===== src/common/maint_pkg.sv =====
// memory maintenance shared definitions
// widths, region sizes and the init phase encoding

`default_nettype none

package maint_pkg;

    // data path
    localparam int WORD_W = 32;
    localparam int BE_W   = WORD_W / 8;     // one enable per byte

    // byte addressing into the controller
    localparam int MEM_ADDR_W = 12;
    localparam logic [MEM_ADDR_W-1:0] ADDR_STEP = MEM_ADDR_W'(BE_W);

    // zero fill covers the whole region
    localparam int MEM_BYTES = 1024;        // 256 words

    // boot image lands at address 0, verify walks the same span
    localparam int LOAD_BYTES = 256;        // 64 words

    // loader has no back-pressure, so a few words of slack
    localparam int FIFO_DEPTH = 4;

    // init phases, in the order they run
    typedef enum logic [2:0] {
        PH_CALIB  = 3'd0,   // waiting on controller calibration
        PH_ZERO   = 3'd1,
        PH_LOAD   = 3'd2,
        PH_VERIFY = 3'd3,
        PH_READY  = 3'd4    // cpu owns the bus
    } phase_t;

endpackage

`default_nettype wire


===== src/init_seq/checksum_unit.sv =====
// load and verify checksums
// two modulo 2^32 accumulators, match flag compares them

`default_nettype none

module checksum_unit (
    input  wire                         clk,
    input  wire                         i_reset,
    input  wire                         i_load_add,
    input  wire                         i_verify_add,
    input  wire [maint_pkg::WORD_W-1:0] i_add_data,
    output logic                        o_sums_match
);

    logic [maint_pkg::WORD_W-1:0] load_sum;
    logic [maint_pkg::WORD_W-1:0] verify_sum;

    always_ff @(posedge clk) begin
        if (i_reset) begin
            load_sum   <= '0;
            verify_sum <= '0;
        end else begin
            // sum of words written during load
            if (i_load_add) begin
                load_sum <= load_sum + i_add_data;
            end
            if (i_verify_add) begin
                verify_sum <= verify_sum + i_add_data;  // readback
            end
        end
    end

    // only meaningful once verify has walked the whole region
    assign o_sums_match = (load_sum == verify_sum);

    // a single completion per cycle, load and verify never overlap
    a_one_add: assert property (@(posedge clk) disable iff (i_reset)
        !(i_load_add && i_verify_add))
        else $error("checksum_unit: load and verify add together");

endmodule

`default_nettype wire


===== src/init_seq/init_sequencer.sv =====
// init sequencer for the memory maintenance block
// zero fill, boot image load and readback verify over the controller
// busy handshake, then hands the bus to the cpu

`default_nettype none

module init_sequencer (
    input  wire                             clk,
    input  wire                             i_reset,
    input  wire                             i_calib_done,
    input  wire                             i_fifo_valid,
    input  wire [maint_pkg::WORD_W-1:0]     i_fifo_data,
    input  wire                             i_rd_en,
    input  wire                             i_wr_en,
    input  wire [maint_pkg::MEM_ADDR_W-1:0] i_addr,
    input  wire [maint_pkg::WORD_W-1:0]     i_wdata,
    input  wire [maint_pkg::BE_W-1:0]       i_be,
    input  wire                             i_mem_busy,
    input  wire [maint_pkg::WORD_W-1:0]     i_mem_rdata,
    input  wire                             i_sums_match,
    output logic                            o_fifo_pop,
    output logic                            o_load_add,
    output logic                            o_verify_add,
    output logic [maint_pkg::WORD_W-1:0]    o_add_data,
    output logic                            o_mem_rd_en,
    output logic                            o_mem_wr_en,
    output logic [maint_pkg::MEM_ADDR_W-1:0] o_mem_addr,
    output logic [maint_pkg::WORD_W-1:0]    o_mem_wdata,
    output logic [maint_pkg::BE_W-1:0]      o_mem_be,
    output logic [maint_pkg::WORD_W-1:0]    o_rdata,
    output logic                            o_busy,
    output logic                            o_init_done,
    output logic                            o_verify_ok
);

    // handshake substate for one memory operation
    typedef enum logic [1:0] {
        ST_ISSUE   = 2'd0,
        ST_WAIT_HI = 2'd1,  // request up, waiting for busy
        ST_WAIT_LO = 2'd2   // busy seen, waiting for completion
    } hs_t;

    maint_pkg::phase_t phase;
    maint_pkg::phase_t next_phase;
    hs_t               hs;

    logic [maint_pkg::MEM_ADDR_W-1:0] addr;
    logic [maint_pkg::WORD_W-1:0]     wr_data;
    logic                             req_wr;
    logic                             req_rd;
    logic                             ready;
    logic                             want_issue;
    logic                             last_word;
    logic                             issue;
    logic                             done;

    assign ready = (phase == maint_pkg::PH_READY);

    // what each phase wants and where it ends
    always_comb begin
        want_issue = 1'b0;
        last_word  = 1'b0;
        next_phase = phase;
        case (phase)
            maint_pkg::PH_ZERO: begin
                want_issue = 1'b1;
                last_word  = (32'(addr) ==
                              maint_pkg::MEM_BYTES - 32'(maint_pkg::ADDR_STEP));
                next_phase = maint_pkg::PH_LOAD;
            end
            maint_pkg::PH_LOAD: begin
                want_issue = i_fifo_valid;  // wait for loader words
                last_word  = (32'(addr) ==
                              maint_pkg::LOAD_BYTES - 32'(maint_pkg::ADDR_STEP));
                next_phase = maint_pkg::PH_VERIFY;
            end
            maint_pkg::PH_VERIFY: begin
                want_issue = 1'b1;
                last_word  = (32'(addr) ==
                              maint_pkg::LOAD_BYTES - 32'(maint_pkg::ADDR_STEP));
                next_phase = maint_pkg::PH_READY;
            end
            default: ;
        endcase
    end

    assign issue = (hs == ST_ISSUE) && want_issue && !i_mem_busy;
    assign done  = (hs == ST_WAIT_LO) && !i_mem_busy;

    // pop with the load issue, drain stray words once loading is over
    assign o_fifo_pop = (issue && phase == maint_pkg::PH_LOAD) ||
                        (i_fifo_valid && (phase == maint_pkg::PH_VERIFY || ready));

    assign o_load_add   = done && (phase == maint_pkg::PH_LOAD);
    assign o_verify_add = done && (phase == maint_pkg::PH_VERIFY);
    assign o_add_data   = (phase == maint_pkg::PH_VERIFY) ? i_mem_rdata : wr_data;

    always_ff @(posedge clk) begin
        if (issue) begin
            wr_data <= (phase == maint_pkg::PH_LOAD) ? i_fifo_data : '0;
        end
    end

    always_ff @(posedge clk) begin
        if (i_reset) begin
            phase       <= maint_pkg::PH_CALIB;
            hs          <= ST_ISSUE;
            addr        <= '0;
            req_wr      <= 1'b0;
            req_rd      <= 1'b0;
            o_init_done <= 1'b0;
            o_verify_ok <= 1'b0;
        end else begin
            case (hs)
                ST_ISSUE: begin
                    if (issue) begin
                        req_wr <= (phase != maint_pkg::PH_VERIFY);
                        req_rd <= (phase == maint_pkg::PH_VERIFY);
                        hs     <= ST_WAIT_HI;
                    end
                end
                ST_WAIT_HI: begin
                    if (i_mem_busy) begin  // controller took it
                        req_wr <= 1'b0;
                        req_rd <= 1'b0;
                        hs     <= ST_WAIT_LO;
                    end
                end
                ST_WAIT_LO: begin
                    if (!i_mem_busy) begin
                        hs <= ST_ISSUE;
                        if (last_word) begin
                            addr  <= '0;
                            phase <= next_phase;
                        end else begin
                            addr <= addr + maint_pkg::ADDR_STEP;
                        end
                    end
                end
                default: hs <= ST_ISSUE;
            endcase

            if (phase == maint_pkg::PH_CALIB && i_calib_done) begin
                phase <= maint_pkg::PH_ZERO;
            end

            // first ready cycle, last verify add already summed
            if (ready && !o_init_done) begin
                o_init_done <= 1'b1;
                o_verify_ok <= i_sums_match;
            end
        end
    end

    // memory port, cpu only in the ready phase
    assign o_mem_wr_en = ready ? i_wr_en : req_wr;
    assign o_mem_rd_en = ready ? i_rd_en : req_rd;
    assign o_mem_addr  = ready ? i_addr  : addr;
    assign o_mem_wdata = ready ? i_wdata : wr_data;
    assign o_mem_be    = ready ? i_be    : '1;  // full words during init
    assign o_busy      = ready ? i_mem_busy : 1'b1;
    assign o_rdata     = ready ? i_mem_rdata : '0;

    a_rd_wr_excl: assert property (@(posedge clk) disable iff (i_reset)
        !(o_mem_wr_en && o_mem_rd_en))
        else $error("init_sequencer: read and write together");

    // controller must stay idle until our request is seen
    a_issue_idle: assert property (@(posedge clk) disable iff (i_reset)
        $rose(req_wr || req_rd) |-> !i_mem_busy && $past(!i_mem_busy))
        else $error("init_sequencer: request raised while busy");

endmodule

`default_nettype wire


===== src/init_seq/mem_maint_top.sv =====
// memory maintenance top level
// loader fifo, init sequencer and checksum unit in front of the memory controller

`default_nettype none

module mem_maint_top (
    input  wire                              clk,
    input  wire                              i_reset,
    input  wire                              i_calib_done,
    input  wire                              i_load_strobe,
    input  wire [maint_pkg::WORD_W-1:0]      i_load_data,
    input  wire                              i_rd_en,
    input  wire                              i_wr_en,
    input  wire [maint_pkg::MEM_ADDR_W-1:0]  i_addr,
    input  wire [maint_pkg::WORD_W-1:0]      i_wdata,
    input  wire [maint_pkg::BE_W-1:0]        i_be,
    input  wire                              i_mem_busy,
    input  wire [maint_pkg::WORD_W-1:0]      i_mem_rdata,
    output wire [maint_pkg::WORD_W-1:0]      o_rdata,
    output wire                              o_busy,
    output wire                              o_mem_rd_en,
    output wire                              o_mem_wr_en,
    output wire [maint_pkg::MEM_ADDR_W-1:0]  o_mem_addr,
    output wire [maint_pkg::WORD_W-1:0]      o_mem_wdata,
    output wire [maint_pkg::BE_W-1:0]        o_mem_be,
    output wire                              o_init_done,
    output wire                              o_verify_ok,
    output wire                              o_load_overflow
);

    wire                         fifo_valid;
    wire [maint_pkg::WORD_W-1:0] fifo_data;
    wire                         fifo_pop;
    wire                         load_add;
    wire                         verify_add;
    wire [maint_pkg::WORD_W-1:0] add_data;
    wire                         sums_match;

    // every loader strobe goes in, the sequencer decides what to keep
    word_fifo #(
        .WIDTH (maint_pkg::WORD_W),
        .DEPTH (maint_pkg::FIFO_DEPTH)
    ) word_fifo_inst (
        .clk         (clk),
        .i_reset     (i_reset),
        .i_push      (i_load_strobe),
        .i_push_data (i_load_data),
        .i_pop       (fifo_pop),
        .o_valid     (fifo_valid),
        .o_data      (fifo_data),
        .o_overflow  (o_load_overflow)
    );

    init_sequencer init_sequencer_inst (
        .clk          (clk),
        .i_reset      (i_reset),
        .i_calib_done (i_calib_done),
        .i_fifo_valid (fifo_valid),
        .i_fifo_data  (fifo_data),
        .i_rd_en      (i_rd_en),
        .i_wr_en      (i_wr_en),
        .i_addr       (i_addr),
        .i_wdata      (i_wdata),
        .i_be         (i_be),
        .i_mem_busy   (i_mem_busy),
        .i_mem_rdata  (i_mem_rdata),
        .i_sums_match (sums_match),
        .o_fifo_pop   (fifo_pop),
        .o_load_add   (load_add),
        .o_verify_add (verify_add),
        .o_add_data   (add_data),
        .o_mem_rd_en  (o_mem_rd_en),
        .o_mem_wr_en  (o_mem_wr_en),
        .o_mem_addr   (o_mem_addr),
        .o_mem_wdata  (o_mem_wdata),
        .o_mem_be     (o_mem_be),
        .o_rdata      (o_rdata),
        .o_busy       (o_busy),
        .o_init_done  (o_init_done),
        .o_verify_ok  (o_verify_ok)
    );

    checksum_unit checksum_unit_inst (
        .clk          (clk),
        .i_reset      (i_reset),
        .i_load_add   (load_add),
        .i_verify_add (verify_add),
        .i_add_data   (add_data),
        .o_sums_match (sums_match)
    );

endmodule

`default_nettype wire


===== src/logic/word_fifo.sv =====
// word fifo for the loader stream
// circular buffer, drops pushes when full and latches a sticky overflow

`default_nettype none

module word_fifo #(
    parameter int WIDTH = 32,
    parameter int DEPTH = 4
) (
    input  wire              clk,
    input  wire              i_reset,
    input  wire              i_push,
    input  wire [WIDTH-1:0]  i_push_data,
    input  wire              i_pop,
    output logic             o_valid,
    output logic [WIDTH-1:0] o_data,
    output logic             o_overflow
);

    localparam int PTR_W = (DEPTH > 1) ? $clog2(DEPTH) : 1;
    localparam int CNT_W = $clog2(DEPTH + 1);
    localparam logic [PTR_W-1:0] PTR_LAST = PTR_W'(DEPTH - 1);

    logic [WIDTH-1:0] mem [DEPTH];
    logic [PTR_W-1:0] rd_ptr;
    logic [PTR_W-1:0] wr_ptr;
    logic [CNT_W-1:0] count;
    logic             full;
    logic             do_push;
    logic             do_pop;

    assign full    = (count == CNT_W'(DEPTH));
    assign do_push = i_push && !full;
    assign do_pop  = i_pop && o_valid;
    assign o_valid = (count != '0);
    assign o_data  = mem[rd_ptr];  // head word, valid with o_valid

    always_ff @(posedge clk) begin
        if (do_push) begin
            mem[wr_ptr] <= i_push_data;
        end
    end

    always_ff @(posedge clk) begin
        if (i_reset) begin
            rd_ptr     <= '0;
            wr_ptr     <= '0;
            count      <= '0;
            o_overflow <= 1'b0;
        end else begin
            if (do_push) begin
                wr_ptr <= (wr_ptr == PTR_LAST) ? '0 : wr_ptr + 1'b1;
            end
            if (do_pop) begin
                rd_ptr <= (rd_ptr == PTR_LAST) ? '0 : rd_ptr + 1'b1;
            end
            case ({do_push, do_pop})
                2'b10:   count <= count + 1'b1;
                2'b01:   count <= count - 1'b1;
                default: count <= count;
            endcase
            // word lost, held until reset
            if (i_push && full) begin
                o_overflow <= 1'b1;
            end
        end
    end

    // consumer must only pop a word it has seen
    a_no_pop_empty: assert property (@(posedge clk) disable iff (i_reset)
        i_pop |-> o_valid)
        else $error("word_fifo: pop while empty");

endmodule

`default_nettype wire


===== config.mk =====
export PLATFORM = sky130hd
export DESIGN_NAME = mem_maint_top
export DESIGN_NICKNAME = d
export VERILOG_FILES = /design/src/common/maint_pkg.sv /design/src/init_seq/checksum_unit.sv /design/src/init_seq/init_sequencer.sv /design/src/init_seq/mem_maint_top.sv /design/src/logic/word_fifo.sv
export SDC_FILE = /design/constraint.sdc
export NUM_CORES = 1
export LEC_CHECK = 0
export BUFFER_PORTS_ARGS = -buffer_cell sky130_fd_sc_hd__clkbuf_2
export CAP_MARGIN = 15
export CORE_MARGIN = 2
export CORE_UTILIZATION = 50
export CTS_CLUSTER_SIZE = 16
export DETAILED_ROUTE_END_ITERATION = 8
export HOLD_SLACK_MARGIN = 0.1
export PLACE_DENSITY = 0.77
export SLEW_MARGIN = 5
export SYNTH_ARGS = -nofsm -noshare
export SYNTH_HDL_FRONTEND = slang
export SYNTH_SLANG_ARGS = --single-unit

===== constraint.sdc =====
create_clock -name clk -period 4.8 [get_ports clk]
set_clock_uncertainty 0.05 [all_clocks]
set_input_delay 0.96 -clock clk [delete_from_list [all_inputs] [get_ports clk]]
set_output_delay 0.96 -clock clk [all_outputs]
set_load 0.01 [all_outputs]

### After elaboration in Yosys (flattened, before gate mapping)

Memories as Yosys holds them, arrays and structs flattened. A register that Yosys moved wholly into a read port is not among the register bits.
Index checks and enable logic that the tools add are counted.

| storage, ports and cells | value |
|---|---|
| memory bits (writable) | 128 |
| output and inout bits | 86 |
| memories | 1 |
| input bits | 119 |
| word-level logic and storage cells | 107 |
| register bits after elaboration | 93 |

| operators by class | value |
|---|---|
| equal/unequal tests | 19 |
| reduce and logical (&&, ||, !) cells | 35 |
| bitwise operators | 1 |
| muxes and demuxes | 30 |
| add/sub/neg operators | 7 |

Memories:

| memory | depth | width | rd ports | clocked after Yosys merged registers in | write ports | RTL line | text |
|---|---|---|---|---|---|---|---|
| word_fifo_inst.mem | 4 | 32 | 1 | 1 | 1 | word_fifo.sv:24 | `logic [WIDTH-1:0] mem [DEPTH];` |

Operators by type and width:

| operator | count |
|---|---|
| 32-bit two-way mux | 3 |
| 32-bit adder | 2 |
| 32-bit == test | 1 |
| 12-bit two-way mux | 2 |
| 12-bit by 3-bit adder with 12-bit output, second input constant | 1 |
| 12-bit by 10-bit == test with 1-bit output, second input constant | 1 |
| 12-bit by 8-bit == test with 1-bit output, second input constant | 1 |
| 1-bit logical AND | 12 |
| 1-bit two-way mux | 12 |
| 2-bit two-way mux | 5 |
| 3-bit case mux with 3 select lines | 1 |
| 2-bit == test, second input constant | 4 |
| 1-bit case mux with 2 select lines | 4 |
| 4-bit AND reduction | 2 |
| 2-bit nonzero test | 4 |
| 3-bit by 2-bit == test with 1-bit output, second input constant | 2 |
| 3-bit == test, second input constant | 2 |
| 2-bit case mux with 3 select lines | 1 |
| 3-bit case mux with 2 select lines | 1 |
| 3-bit AND reduction | 2 |
| 3-bit nonzero test | 2 |
| 2-bit OR reduction | 3 |
| 2-bit by 1-bit adder with 2-bit output, second input constant | 2 |
| 2-bit by 1-bit == test with 1-bit output, second input constant | 2 |
| other kinds (14) | 20 |

### Logic depth before layout (Yosys ltp)

Gate-level depths: netlist (run 1).

| logic depth | value |
|---|---|
| word-level depth | 10 |
| depth in mapped cells | 19 |
| depth with buffers taken out | 16 |

### Modules after synthesis

Synthesis (run 1) repeated with hierarchy kept, for this count alone.

| second synthesis, totals | value |
|---|---|
| cells, all modules | 1368 |
| area, all modules | 14320.0 um^2 |

By module, submodules not included:

| module | area each (um^2) | sequential area each (um^2) | cells each | times used |
|---|---|---|---|---|
| checksum_unit | 5893.2 | 1281.2 | 741 | 1 |
| word_fifo | 5117.4 | 4043.9 | 221 | 1 |
| init_sequencer | 3309.4 | 1341.3 | 406 | 1 |

### Worst setup path after synthesis (run 1)

Ideal clock, no wire load.

| path | value |
|---|---|
| path kind | flip-flop to flip-flop |
| from | register init_sequencer_inst.phase[0] |
| to | register checksum_unit_inst.verify_sum[31] (netlist bit) |
| cell stages (with the launch flop) | 19 |
| setup time | 0.123 ns |
| path slack | 1.043 ns |
| buffers on the path | 4 |
| required time | 4.627 ns |
| data arrival time | 3.584 ns |
| period minus slack after synthesis | 3.757 ns |
| cells stage by stage | dfxtp_1 clkbuf_1 nand2_1 or2_2 clkbuf_1 clkbuf_1 nand2_1 nand2_1 ha_1 buf_6 a211oi_2 o21ai_1 a41oi_2 o21ai_2 a2111oi_4 o21ai_2 a21oi_2 mux2i_1 mux2_1 |

| between the ends | value |
|---|---|
| word-level cells in the longest chain between the ends | 3 |
| elaborated cells on any way between the ends | 4 |
| classes of those cells | add/sub (1); eq/ne (1); mux (1); reduce/logical (1) |

Ends and longest elaborated chain:

| item | RTL line | text |
|---|---|---|
| start, declared | init_sequencer.sv:43 | `maint_pkg::phase_t phase;` |
| start signal, assigned | init_sequencer.sv:106 | `phase <= maint_pkg::PH_CALIB;` |
| start signal, assigned | init_sequencer.sv:134 | `phase <= next_phase;` |
| start signal, assigned | init_sequencer.sv:144 | `phase <= maint_pkg::PH_ZERO;` |
| 3-bit by 2-bit == test with 1-bit output (*) | init_sequencer.sv:95, init_sequencer.sv:96 |  |
| 32-bit two-way mux | init_sequencer.sv:96 | `assign o_add_data = (phase == maint_pkg::PH_VERIFY) ? i_mem_rdata : wr_data;` |
| 32-bit adder | checksum_unit.sv:28 | `verify_sum <= verify_sum + i_add_data;` |
| end signal, assigned | checksum_unit.sv:28 |  |
| end, declared | checksum_unit.sv:16 | `logic [maint_pkg::WORD_W-1:0] verify_sum;` |

Every way passes the cells marked *; elsewhere a longest branch is shown, timed or not.
A chain may end at the register's enable or synchronous reset.

### Worst setup path in the final report (run 1)

| path | value |
|---|---|
| from | register init_sequencer_inst.phase[0] |
| to | register checksum_unit_inst.load_sum[24] (netlist bit) |

| between the ends | value |
|---|---|
| word-level cells in the longest chain between the ends | 3 |
| elaborated cells on any way between the ends | 5 |
| classes of those cells | add/sub (1); eq/ne (2); mux (1); reduce/logical (1) |

Ends and longest elaborated chain:

| item | RTL line | text |
|---|---|---|
| 3-bit by 2-bit == test with 1-bit output | init_sequencer.sv:96 |  |
| 32-bit two-way mux | init_sequencer.sv:96 |  |
| 32-bit adder | checksum_unit.sv:25 | `load_sum <= load_sum + i_add_data;` |
| end signal, assigned | checksum_unit.sv:25 |  |
| end, declared | checksum_unit.sv:15 | `logic [maint_pkg::WORD_W-1:0] load_sum;` |

Parallel ways exist; a longest one is shown, timed or not.

==> impl_metrics.xml, run 1 <==
<?xml version="1.0" encoding="UTF-8"?>
<metrics>
  <group name="status">
    <metric name="outcome" unit="">completed</metric>
  </group>
  <group name="logic_synthesis">
    <metric name="number_of_flip_flops_and_latches_in_the_synthesized_netlist" unit="">251</metric>
    <metric name="synth_top_area_cell" unit="">edfxtp_1</metric>
    <metric name="yosysSeqAreaShare" unit="">0.469</metric>
    <metric name="post_synth.cell_area_avg" unit="um2">10.3</metric>
    <metric name="synth_edf_count" unit="">160</metric>
    <metric name="synth_compound_gate_area_share" unit="">0.123</metric>
    <metric name="synth_fa_ha_area_frac" unit="">0.0671</metric>
    <metric name="async_reset_ff_frac" unit="">0</metric>
    <metric name="multiplexer_fraction_of_the_synthesized_cell_area" unit="">0.0910</metric>
    <metric name="syn_nets" unit="">1560</metric>
    <metric name="syn-instance-count" unit="">1367</metric>
    <metric name="synth_common_cells" unit="">nand2_1, edfxtp_1, a21oi_1</metric>
    <metric name="ys_top_cells_by_area" unit="">edfxtp_1, dfxtp_1, ha_1</metric>
    <metric name="syn-cell-area" unit="um2">14100</metric>
    <metric name="netlist.area_leader.share" unit="">0.340</metric>
    <metric name="yosysWarningCount" unit="">0</metric>
    <metric name="synth_most_common_cell" unit="">nand2_1</metric>
    <metric name="synth_cell_type_count" unit="">73</metric>
    <metric name="synth_xor_area_frac" unit="">0.0533</metric>
    <metric name="post_synth_and_or_nand_nor_area_fraction" unit="">0.170</metric>
    <metric name="dominantRegCellSynth" unit="">edfxtp_1</metric>
    <metric name="combinational_family_with_the_most_area_after_synthesis" unit="">simple AND/OR/NAND/NOR gates</metric>
  </group>
  <group name="worst_setup_path">
    <metric name="crit_path_start_kind" unit="">flop</metric>
    <metric name="worst-endpoint-arrival" unit="ns">4.44</metric>
    <metric name="crit-reg2reg-capture" unit="">checksum_unit_inst.load_sum[24]$_SDFFE_PP0P_</metric>
    <metric name="critical_path_required" unit="ns">5.23</metric>
    <metric name="crit-reg2reg-launch" unit="">init_sequencer_inst.phase[0]$_SDFFE_PP0P_</metric>
    <metric name="reg2reg_depth" unit="">16</metric>
    <metric name="critPathCaptureType" unit="">flop</metric>
    <metric name="register_to_register_path_setup_slack" unit="ns">0.79</metric>
    <metric name="type_of_the_setup_path_with_the_least_slack" unit="">reg2reg</metric>
    <metric name="critical_path_peak_fanout" unit="">22</metric>
  </group>
  <group name="clock_tree">
    <metric name="numCtsBuffers" unit="">27</metric>
    <metric name="cts-root-to-sink-buffers" unit="">3</metric>
    <metric name="cts_repair_resize_count" unit="">0</metric>
    <metric name="clock_tree.root_cell" unit="">clkbuf_16</metric>
    <metric name="cts_hold_buffers" unit="">0</metric>
    <metric name="clock-sinks" unit="">251</metric>
    <metric name="clock_latency" unit="ns">0.54</metric>
    <metric name="cts.repair_timing.setup_buffer_count" unit="">0</metric>
    <metric name="cts_max_level" unit="">1</metric>
    <metric name="cts_tree" unit="">yes</metric>
    <metric name="clkTransAtPathRegs" unit="ns">0.06</metric>
  </group>
  <group name="routing">
    <metric name="wire_per_inst" unit="um">19.8</metric>
    <metric name="detail_route.wirelength" unit="mm">38.6</metric>
    <metric name="dr.first_iter.drc_count" unit="">1027</metric>
    <metric name="detail_route.drc_violations" unit="">0</metric>
    <metric name="vias_per_cell" unit="">5.88</metric>
    <metric name="detail_route.first_pass.iterations" unit="">7</metric>
    <metric name="dr_total_vias" unit="">11500</metric>
    <metric name="drtAntennaViolNets" unit="">0</metric>
  </group>
  <group name="grt">
    <metric name="wire_length_of_the_first_global_routing_pass" unit="mm">59.3</metric>
    <metric name="antenna_found_initial" unit="">2</metric>
    <metric name="globalRouteTotalUtil" unit="">0.258</metric>
    <metric name="grt_start_max_net_pins" unit="">53</metric>
    <metric name="grt_overflow_total" unit="">0</metric>
    <metric name="grt_pass1_vias" unit="">10800</metric>
  </group>
  <group name="placement">
    <metric name="place_area" unit="um2">15500</metric>
    <metric name="port_buffers" unit="">204</metric>
    <metric name="dpl.hpwl" unit="mm">28.0</metric>
    <metric name="place.gp.congestion" unit="">0.934</metric>
  </group>
  <group name="pwr">
    <metric name="vdd_ir_drop_max" unit="V">0.000340</metric>
    <metric name="static-leakage-power" unit="uW">0.00720</metric>
    <metric name="power_density" unit="nW/um2">281</metric>
    <metric name="finalPower" unit="uW">4600</metric>
  </group>
  <group name="finish">
    <metric name="final_cell_area" unit="um2">16400</metric>
    <metric name="fin_util" unit="">0.590</metric>
    <metric name="area_growth_syn_to_layout" unit="%">15.8</metric>
    <metric name="fin_nets" unit="">1744</metric>
    <metric name="fraction_of_final_layout_cells_sized_beyond_drive_strength_1" unit="">0.235</metric>
  </group>
  <group name="worst_hold_path">
    <metric name="hold_path_end" unit="">checksum_unit_inst.verify_sum[23]$_SDFFE_PP0P_</metric>
    <metric name="worstHoldPathCells" unit="">2</metric>
    <metric name="timing.hold.worst.class" unit="">reg2reg</metric>
    <metric name="worst_hold_startpoint" unit="">checksum_unit_inst.verify_sum[23]$_SDFFE_PP0P_</metric>
  </group>
  <group name="sta">
    <metric name="slew_headroom" unit="">0.360</metric>
    <metric name="timing.final.crit_share" unit="">0.835</metric>
    <metric name="grt_setup_unrepaired" unit="">false</metric>
    <metric name="finalCriticalPeriod" unit="ns">4.01</metric>
    <metric name="report.final.slew_viol_count" unit="">0</metric>
    <metric name="setup-violations-final" unit="">0</metric>
    <metric name="hold_ws" unit="ns">0.433</metric>
    <metric name="worst-slew-pin-transition" unit="ns">0.960</metric>
    <metric name="timing_hold_violations_final" unit="">0</metric>
    <metric name="maximum_achievable_frequency" unit="MHz">249</metric>
    <metric name="finalSetupTns" unit="ns">0</metric>
  </group>
  <group name="floorplan">
    <metric name="die_area" unit="um2">29600</metric>
    <metric name="fp.dieW" unit="um">172</metric>
    <metric name="initial_core_util" unit="">0.509</metric>
    <metric name="fp.dieH" unit="um">172</metric>
    <metric name="row_count" unit="">61</metric>
    <metric name="standard_cell_core_area" unit="um2">27800</metric>
    <metric name="boundaryPins" unit="">205</metric>
  </group>
  <group name="job">
    <metric name="cap_viol_max_count" unit="">0</metric>
  </group>
</metrics>
worst max-delay path: stages, from the launching register on:
cell	delay [ns]
dfxtp_1	0.31
nand2_1	0.10
or2_2	0.40
nand2_1	0.13
nand2_1	0.11
ha_1	0.19
inv_1	0.07
fa_1	0.41
nor2b_1	0.17
o21ai_1	0.10
a211oi_1	0.42
o2111ai_1	0.19
a21boi_0	0.38
o21a_1	0.30
a31oi_1	0.13
or4_1	0.41
nand3_1	0.08
cells in the final DEF, fill, tap and decap left out, types with 7 or more instances in the layout:
cell / instances
nor2_1: 66
nor2b_1: 12
o21ai_0: 35
and3_1: 83
xnor2_1: 31
a21oi_1: 107
nor4_1: 10
clkbuf_2: 204
a211oi_1: 13
nand3_1: 26
nand2_1: 224
a31oi_1: 15
nand4_1: 18
buf_4: 23
o21bai_1: 7
clkbuf_16: 27
ha_1: 71
nand2b_1: 11
a21o_1: 31
mux2_2: 44
dfxtp_1: 90
mux4_2: 32
xor2_1: 55
inv_1: 27
nor3_1: 18
edfxtp_1: 160
o21ai_1: 13
report_power, final:
group / total (uW) / internal (uW) / switching [uW]
logic: 225 / 88.6 / 136
clock network: 2010 / 1140 / 863
registers: 2370 / 2350 / 19.7
total: 4600 / 3580 / 1020
final cells by class:
type | instances | area (um2)
Fill cell | 2286 | 11400
Multi-Input combinational cell | 1017 | 7140
Sequential cell | 251 | 6630
Timing Repair Buffer | 227 | 1190
Clock buffer | 32 | 694
Tap cell | 378 | 473
Clock inverter | 15 | 149
Inverter | 27 | 101
Antenna cell | 1 | 2.50
routing by layer:
metal / wire [um] / GRT usage / up-vias
li1: - / - / 5401
met1: 15700 / 0.347 / 5477
met2: 18700 / 0.434 / 489
met3: 2950 / 0.0371 / 85
met4: 1200 / 0.0811 / 2
met5: 13 / 0 / -
through the flow:
step / cells / setup slack [ns]
after floorplan: 1367 / 1.04
after global placement: 1900 / 0.797
after detailed placement: 1900 / 0.695
after CTS: 1947 / 0.827
after global routing: 1947 / 0.446
final: 1948 / 0.791
cell families after synthesis:
| kind of cell | after synthesis |
|---|---|
| flops | 251 |
| xor+xnor | 86 |
| fa+ha+maj | 74 |
| compound gates | 270 |
| buf+inv | 99 |
| mux | 83 |
| simple gates | 504 |
worst max path at each step:
stage	start	to	depth (start not counted)
floorplan	init_sequencer_inst.phase[0]$_SDFFE_PP0P_	checksum_unit_inst.verify_sum[31]$_SDFFE_PP0P_	18
global placement	i_mem_rdata[0]	checksum_unit_inst.load_sum[24]$_SDFFE_PP0P_	15
detailed placement	i_mem_rdata[0]	checksum_unit_inst.load_sum[24]$_SDFFE_PP0P_	15
CTS	init_sequencer_inst.phase[2]$_SDFFE_PP0P_	o_mem_wdata[1]	5
global route	init_sequencer_inst.phase[0]$_SDFFE_PP0P_	checksum_unit_inst.load_sum[24]$_SDFFE_PP0P_	16
finish	init_sequencer_inst.phase[0]$_SDFFE_PP0P_	checksum_unit_inst.load_sum[24]$_SDFFE_PP0P_	16
registers in the layout, summed over array words and instances (netlist names):
signal / flops
checksum_unit_inst.load_sum: 32
checksum_unit_inst.verify_sum: 32
init_sequencer_inst.addr: 10
init_sequencer_inst.hs: 2
init_sequencer_inst.o_init_done: 1
init_sequencer_inst.o_verify_ok: 1
init_sequencer_inst.phase: 3
init_sequencer_inst.req_rd: 1
init_sequencer_inst.req_wr: 1
init_sequencer_inst.wr_data: 32
word_fifo_inst.count: 3
word_fifo_inst.mem: 128
word_fifo_inst.o_overflow: 1
word_fifo_inst.rd_ptr: 2
word_fifo_inst.wr_ptr: 2
No activity file was read; power rests on OpenSTA's default activity.
==> inputs of run 2 (changes only) <==
- PLACE_DENSITY: 0.77 -> 0.8
- clock period: 4.8 -> 3.3 ns (I/O delays scaled with it)
==> impl_metrics.xml, run 2 (same netlist as run 1, synthesis figures left out) <==
<?xml version="1.0" encoding="UTF-8"?>
<metrics>
  <group name="clock_tree">
    <metric name="clkTransAtPathRegs" unit="ns">0.06</metric>
    <metric name="cts_max_level" unit="">1</metric>
    <metric name="clock_latency" unit="ns">0.56</metric>
    <metric name="cts-root-to-sink-buffers" unit="">3</metric>
    <metric name="cts_tree" unit="">yes</metric>
    <metric name="clock_tree.root_cell" unit="">clkbuf_16</metric>
    <metric name="clock-sinks" unit="">251</metric>
    <metric name="numCtsBuffers" unit="">27</metric>
  </group>
  <group name="grt">
    <metric name="grt_start_max_net_pins" unit="">49</metric>
    <metric name="grt_pass1_vias" unit="">11500</metric>
    <metric name="grt_overflow_total" unit="">0</metric>
    <metric name="wire_length_of_the_first_global_routing_pass" unit="mm">62.9</metric>
    <metric name="antenna_found_initial" unit="">0</metric>
    <metric name="globalRouteTotalUtil" unit="">0.276</metric>
  </group>
  <group name="sta">
    <metric name="hold_ws" unit="ns">0.280</metric>
    <metric name="setup-violations-final" unit="">4</metric>
    <metric name="timing_hold_violations_final" unit="">0</metric>
    <metric name="worst-slew-pin-transition" unit="ns">0.831</metric>
    <metric name="slew_headroom" unit="">0.446</metric>
    <metric name="final_critical_path_setup_slack" unit="ns">-0.0749</metric>
    <metric name="maximum_achievable_frequency" unit="MHz">296</metric>
    <metric name="timing.final.crit_share" unit="">1.02</metric>
    <metric name="grt_setup_unrepaired" unit="">true</metric>
    <metric name="finalCriticalPeriod" unit="ns">3.37</metric>
    <metric name="report.final.slew_viol_count" unit="">0</metric>
  </group>
  <group name="worst_setup_path">
    <metric name="type_of_the_setup_path_with_the_least_slack" unit="">reg2reg</metric>
    <metric name="crit_chain" unit="">nand2_4, or2_4, buf_6, nand2_1, nand2_2, buf_4, ha_4, nand3_4, a21oi_4, o311ai_4, o21ai_2, a2111oi_4, o21ai_2, a21oi_2, mux2i_1, mux2_1</metric>
    <metric name="timing.critical_path.depth" unit="">16</metric>
    <metric name="crit_top_cell" unit="">o21ai_2</metric>
    <metric name="critical_path_required" unit="ns">3.69</metric>
    <metric name="critical-path-max-stage-delay" unit="ns">0.40</metric>
    <metric name="critPathCaptureType" unit="">flop</metric>
    <metric name="path_buf_inv" unit="">2</metric>
    <metric name="worst-endpoint-arrival" unit="ns">3.76</metric>
    <metric name="timing.critical_path.slowest_stage_cell" unit="">a2111oi_4</metric>
    <metric name="crit_family" unit="">compound AO/OA/AOI/OAI gates</metric>
    <metric name="critical_path_peak_fanout" unit="">7</metric>
    <metric name="crit_path_start_kind" unit="">flop</metric>
    <metric name="reg2reg_depth" unit="">16</metric>
  </group>
  <group name="placement">
    <metric name="port_buffers" unit="">204</metric>
    <metric name="place.gp.congestion" unit="">0.954</metric>
    <metric name="dpl.hpwl" unit="mm">29.8</metric>
  </group>
  <group name="routing">
    <metric name="dr.first_iter.drc_count" unit="">1112</metric>
    <metric name="dr_total_vias" unit="">12300</metric>
    <metric name="met2_length" unit="mm">20.8</metric>
    <metric name="met3_wirelength" unit="mm">3.44</metric>
    <metric name="detail_route.drc_violations" unit="">0</metric>
    <metric name="wire_per_inst" unit="um">20.5</metric>
    <metric name="met1Wirelength" unit="mm">16.9</metric>
    <metric name="highest-signal-layer" unit="">met4</metric>
    <metric name="detail_route.first_pass.iterations" unit="">6</metric>
    <metric name="drtAntennaViolNets" unit="">0</metric>
    <metric name="vias_per_cell" unit="">5.86</metric>
    <metric name="detail_route.wirelength" unit="mm">42.9</metric>
  </group>
  <group name="pwr">
    <metric name="finalPower" unit="uW">6980</metric>
    <metric name="power_density" unit="nW/um2">379</metric>
    <metric name="vdd_ir_drop_max" unit="V">0.000496</metric>
    <metric name="static-leakage-power" unit="uW">0.00803</metric>
  </group>
  <group name="finish">
    <metric name="fin_nets" unit="">1888</metric>
    <metric name="final_cell_mix" unit="">clkbuf_2, nand2_1, edfxtp_1</metric>
    <metric name="largest_register_ffs" unit="">128</metric>
    <metric name="layout.filler_cells" unit="">2004</metric>
    <metric name="fraction_of_final_layout_cells_sized_beyond_drive_strength_1" unit="">0.367</metric>
    <metric name="diodes" unit="">0</metric>
    <metric name="layout.cells.most_common" unit="">clkbuf_2</metric>
    <metric name="area_growth_syn_to_layout" unit="%">30.4</metric>
    <metric name="registers.top_by_ff_count" unit="">word_fifo_inst.mem</metric>
  </group>
  <group name="floorplan">
    <metric name="boundaryPins" unit="">205</metric>
    <metric name="die_area" unit="um2">29600</metric>
    <metric name="fp.dieW" unit="um">172</metric>
    <metric name="row_count" unit="">61</metric>
    <metric name="fp.dieH" unit="um">172</metric>
    <metric name="standard_cell_core_area" unit="um2">27800</metric>
    <metric name="initial_core_util" unit="">0.509</metric>
  </group>
  <group name="job">
    <metric name="cap_viol_max_count" unit="">0</metric>
  </group>
  <group name="worst_hold_path">
    <metric name="timing.hold.worst.class" unit="">in2reg</metric>
    <metric name="worstHoldPathCells" unit="">1</metric>
  </group>
  <group name="status">
    <metric name="outcome" unit="">finished with violations</metric>
    <metric name="violations" unit="">setup timing</metric>
  </group>
</metrics>
-- run 2: through the flow --
| step | utilization | instance area, um2 | instances | TNS, ns | worst slack (ns) |
|---|---|---|---|---|---|
| 5_1_grt | 0.664 | 18400 | 2094 | -0.949 | -0.163 |
| 3_5_place_dp | 0.594 | 16500 | 2021 | -1.29 | -0.189 |
| 4_1_cts | 0.635 | 17700 | 2078 | -0.0273 | -0.0250 |
| 2_1_floorplan | - | 14200 | 1367 | -0.216 | -0.208 |
| 6_report | 0.664 | 18400 | 2094 | -0.151 | -0.0749 |
| 3_3_place_gp | 0.594 | 16500 | 2021 | -0.571 | -0.134 |
-- run 2: layout make-up --
cell class / instances / area, um2 / share of cell area
multi-input cells: 1018 / 7940 / 0.431
inverters: 27 / 101 / 0.00550
clock buffers: 41 / 768 / 0.0417
well taps: 378 / 473 / 0.0257
clock inverters: 9 / 160 / 0.00869
repair buffers: 370 / 2360 / 0.128
flip-flops and latches: 251 / 6630 / 0.360
-- run 2: timing repair --
action | CTS | global route
pin swaps | 19 | 51
resized for setup | 43 | 122
gates cloned | 1 | 1
hold endpoints to repair | 0 | 0
setup endpoints to repair | 17 | 25
setup buffers | 6 | 17
hold buffers | 0 | 0
-- run 2: path summary, 6_finish.rpt --
path	startpoint	slack, ns	end
setup / recovery	init_sequencer_inst.phase[1]$_SDFFE_PP0P_	-0.07	checksum_unit_inst.verify_sum[31]$_SDFFE_PP0P_
setup reg to reg	init_sequencer_inst.phase[1]$_SDFFE_PP0P_	-0.07	checksum_unit_inst.verify_sum[31]$_SDFFE_PP0P_
hold reg to reg	word_fifo_inst.o_overflow$_SDFFE_PP0P_	0.44	word_fifo_inst.o_overflow$_SDFFE_PP0P_
hold / removal	i_load_data[17]	0.28	word_fifo_inst.mem[0][17]$_DFFE_PP_
-- run 2: power breakdown --
| group | switching (uW) | leakage, uW | internal (uW) |
|---|---|---|---|
| Sequential | 31.2 | 0.00225 | 3420 |
| Clock | 1240 | 0.000455 | 1920 |
| Combinational | 217 | 0.00532 | 150 |
-- run 2: metal layers --
layer  vias up  GRT usage
met1      5897      0.367
met5         -          0
met4         0     0.0943
li1       5676          -
met2       597      0.467
met3       107     0.0352
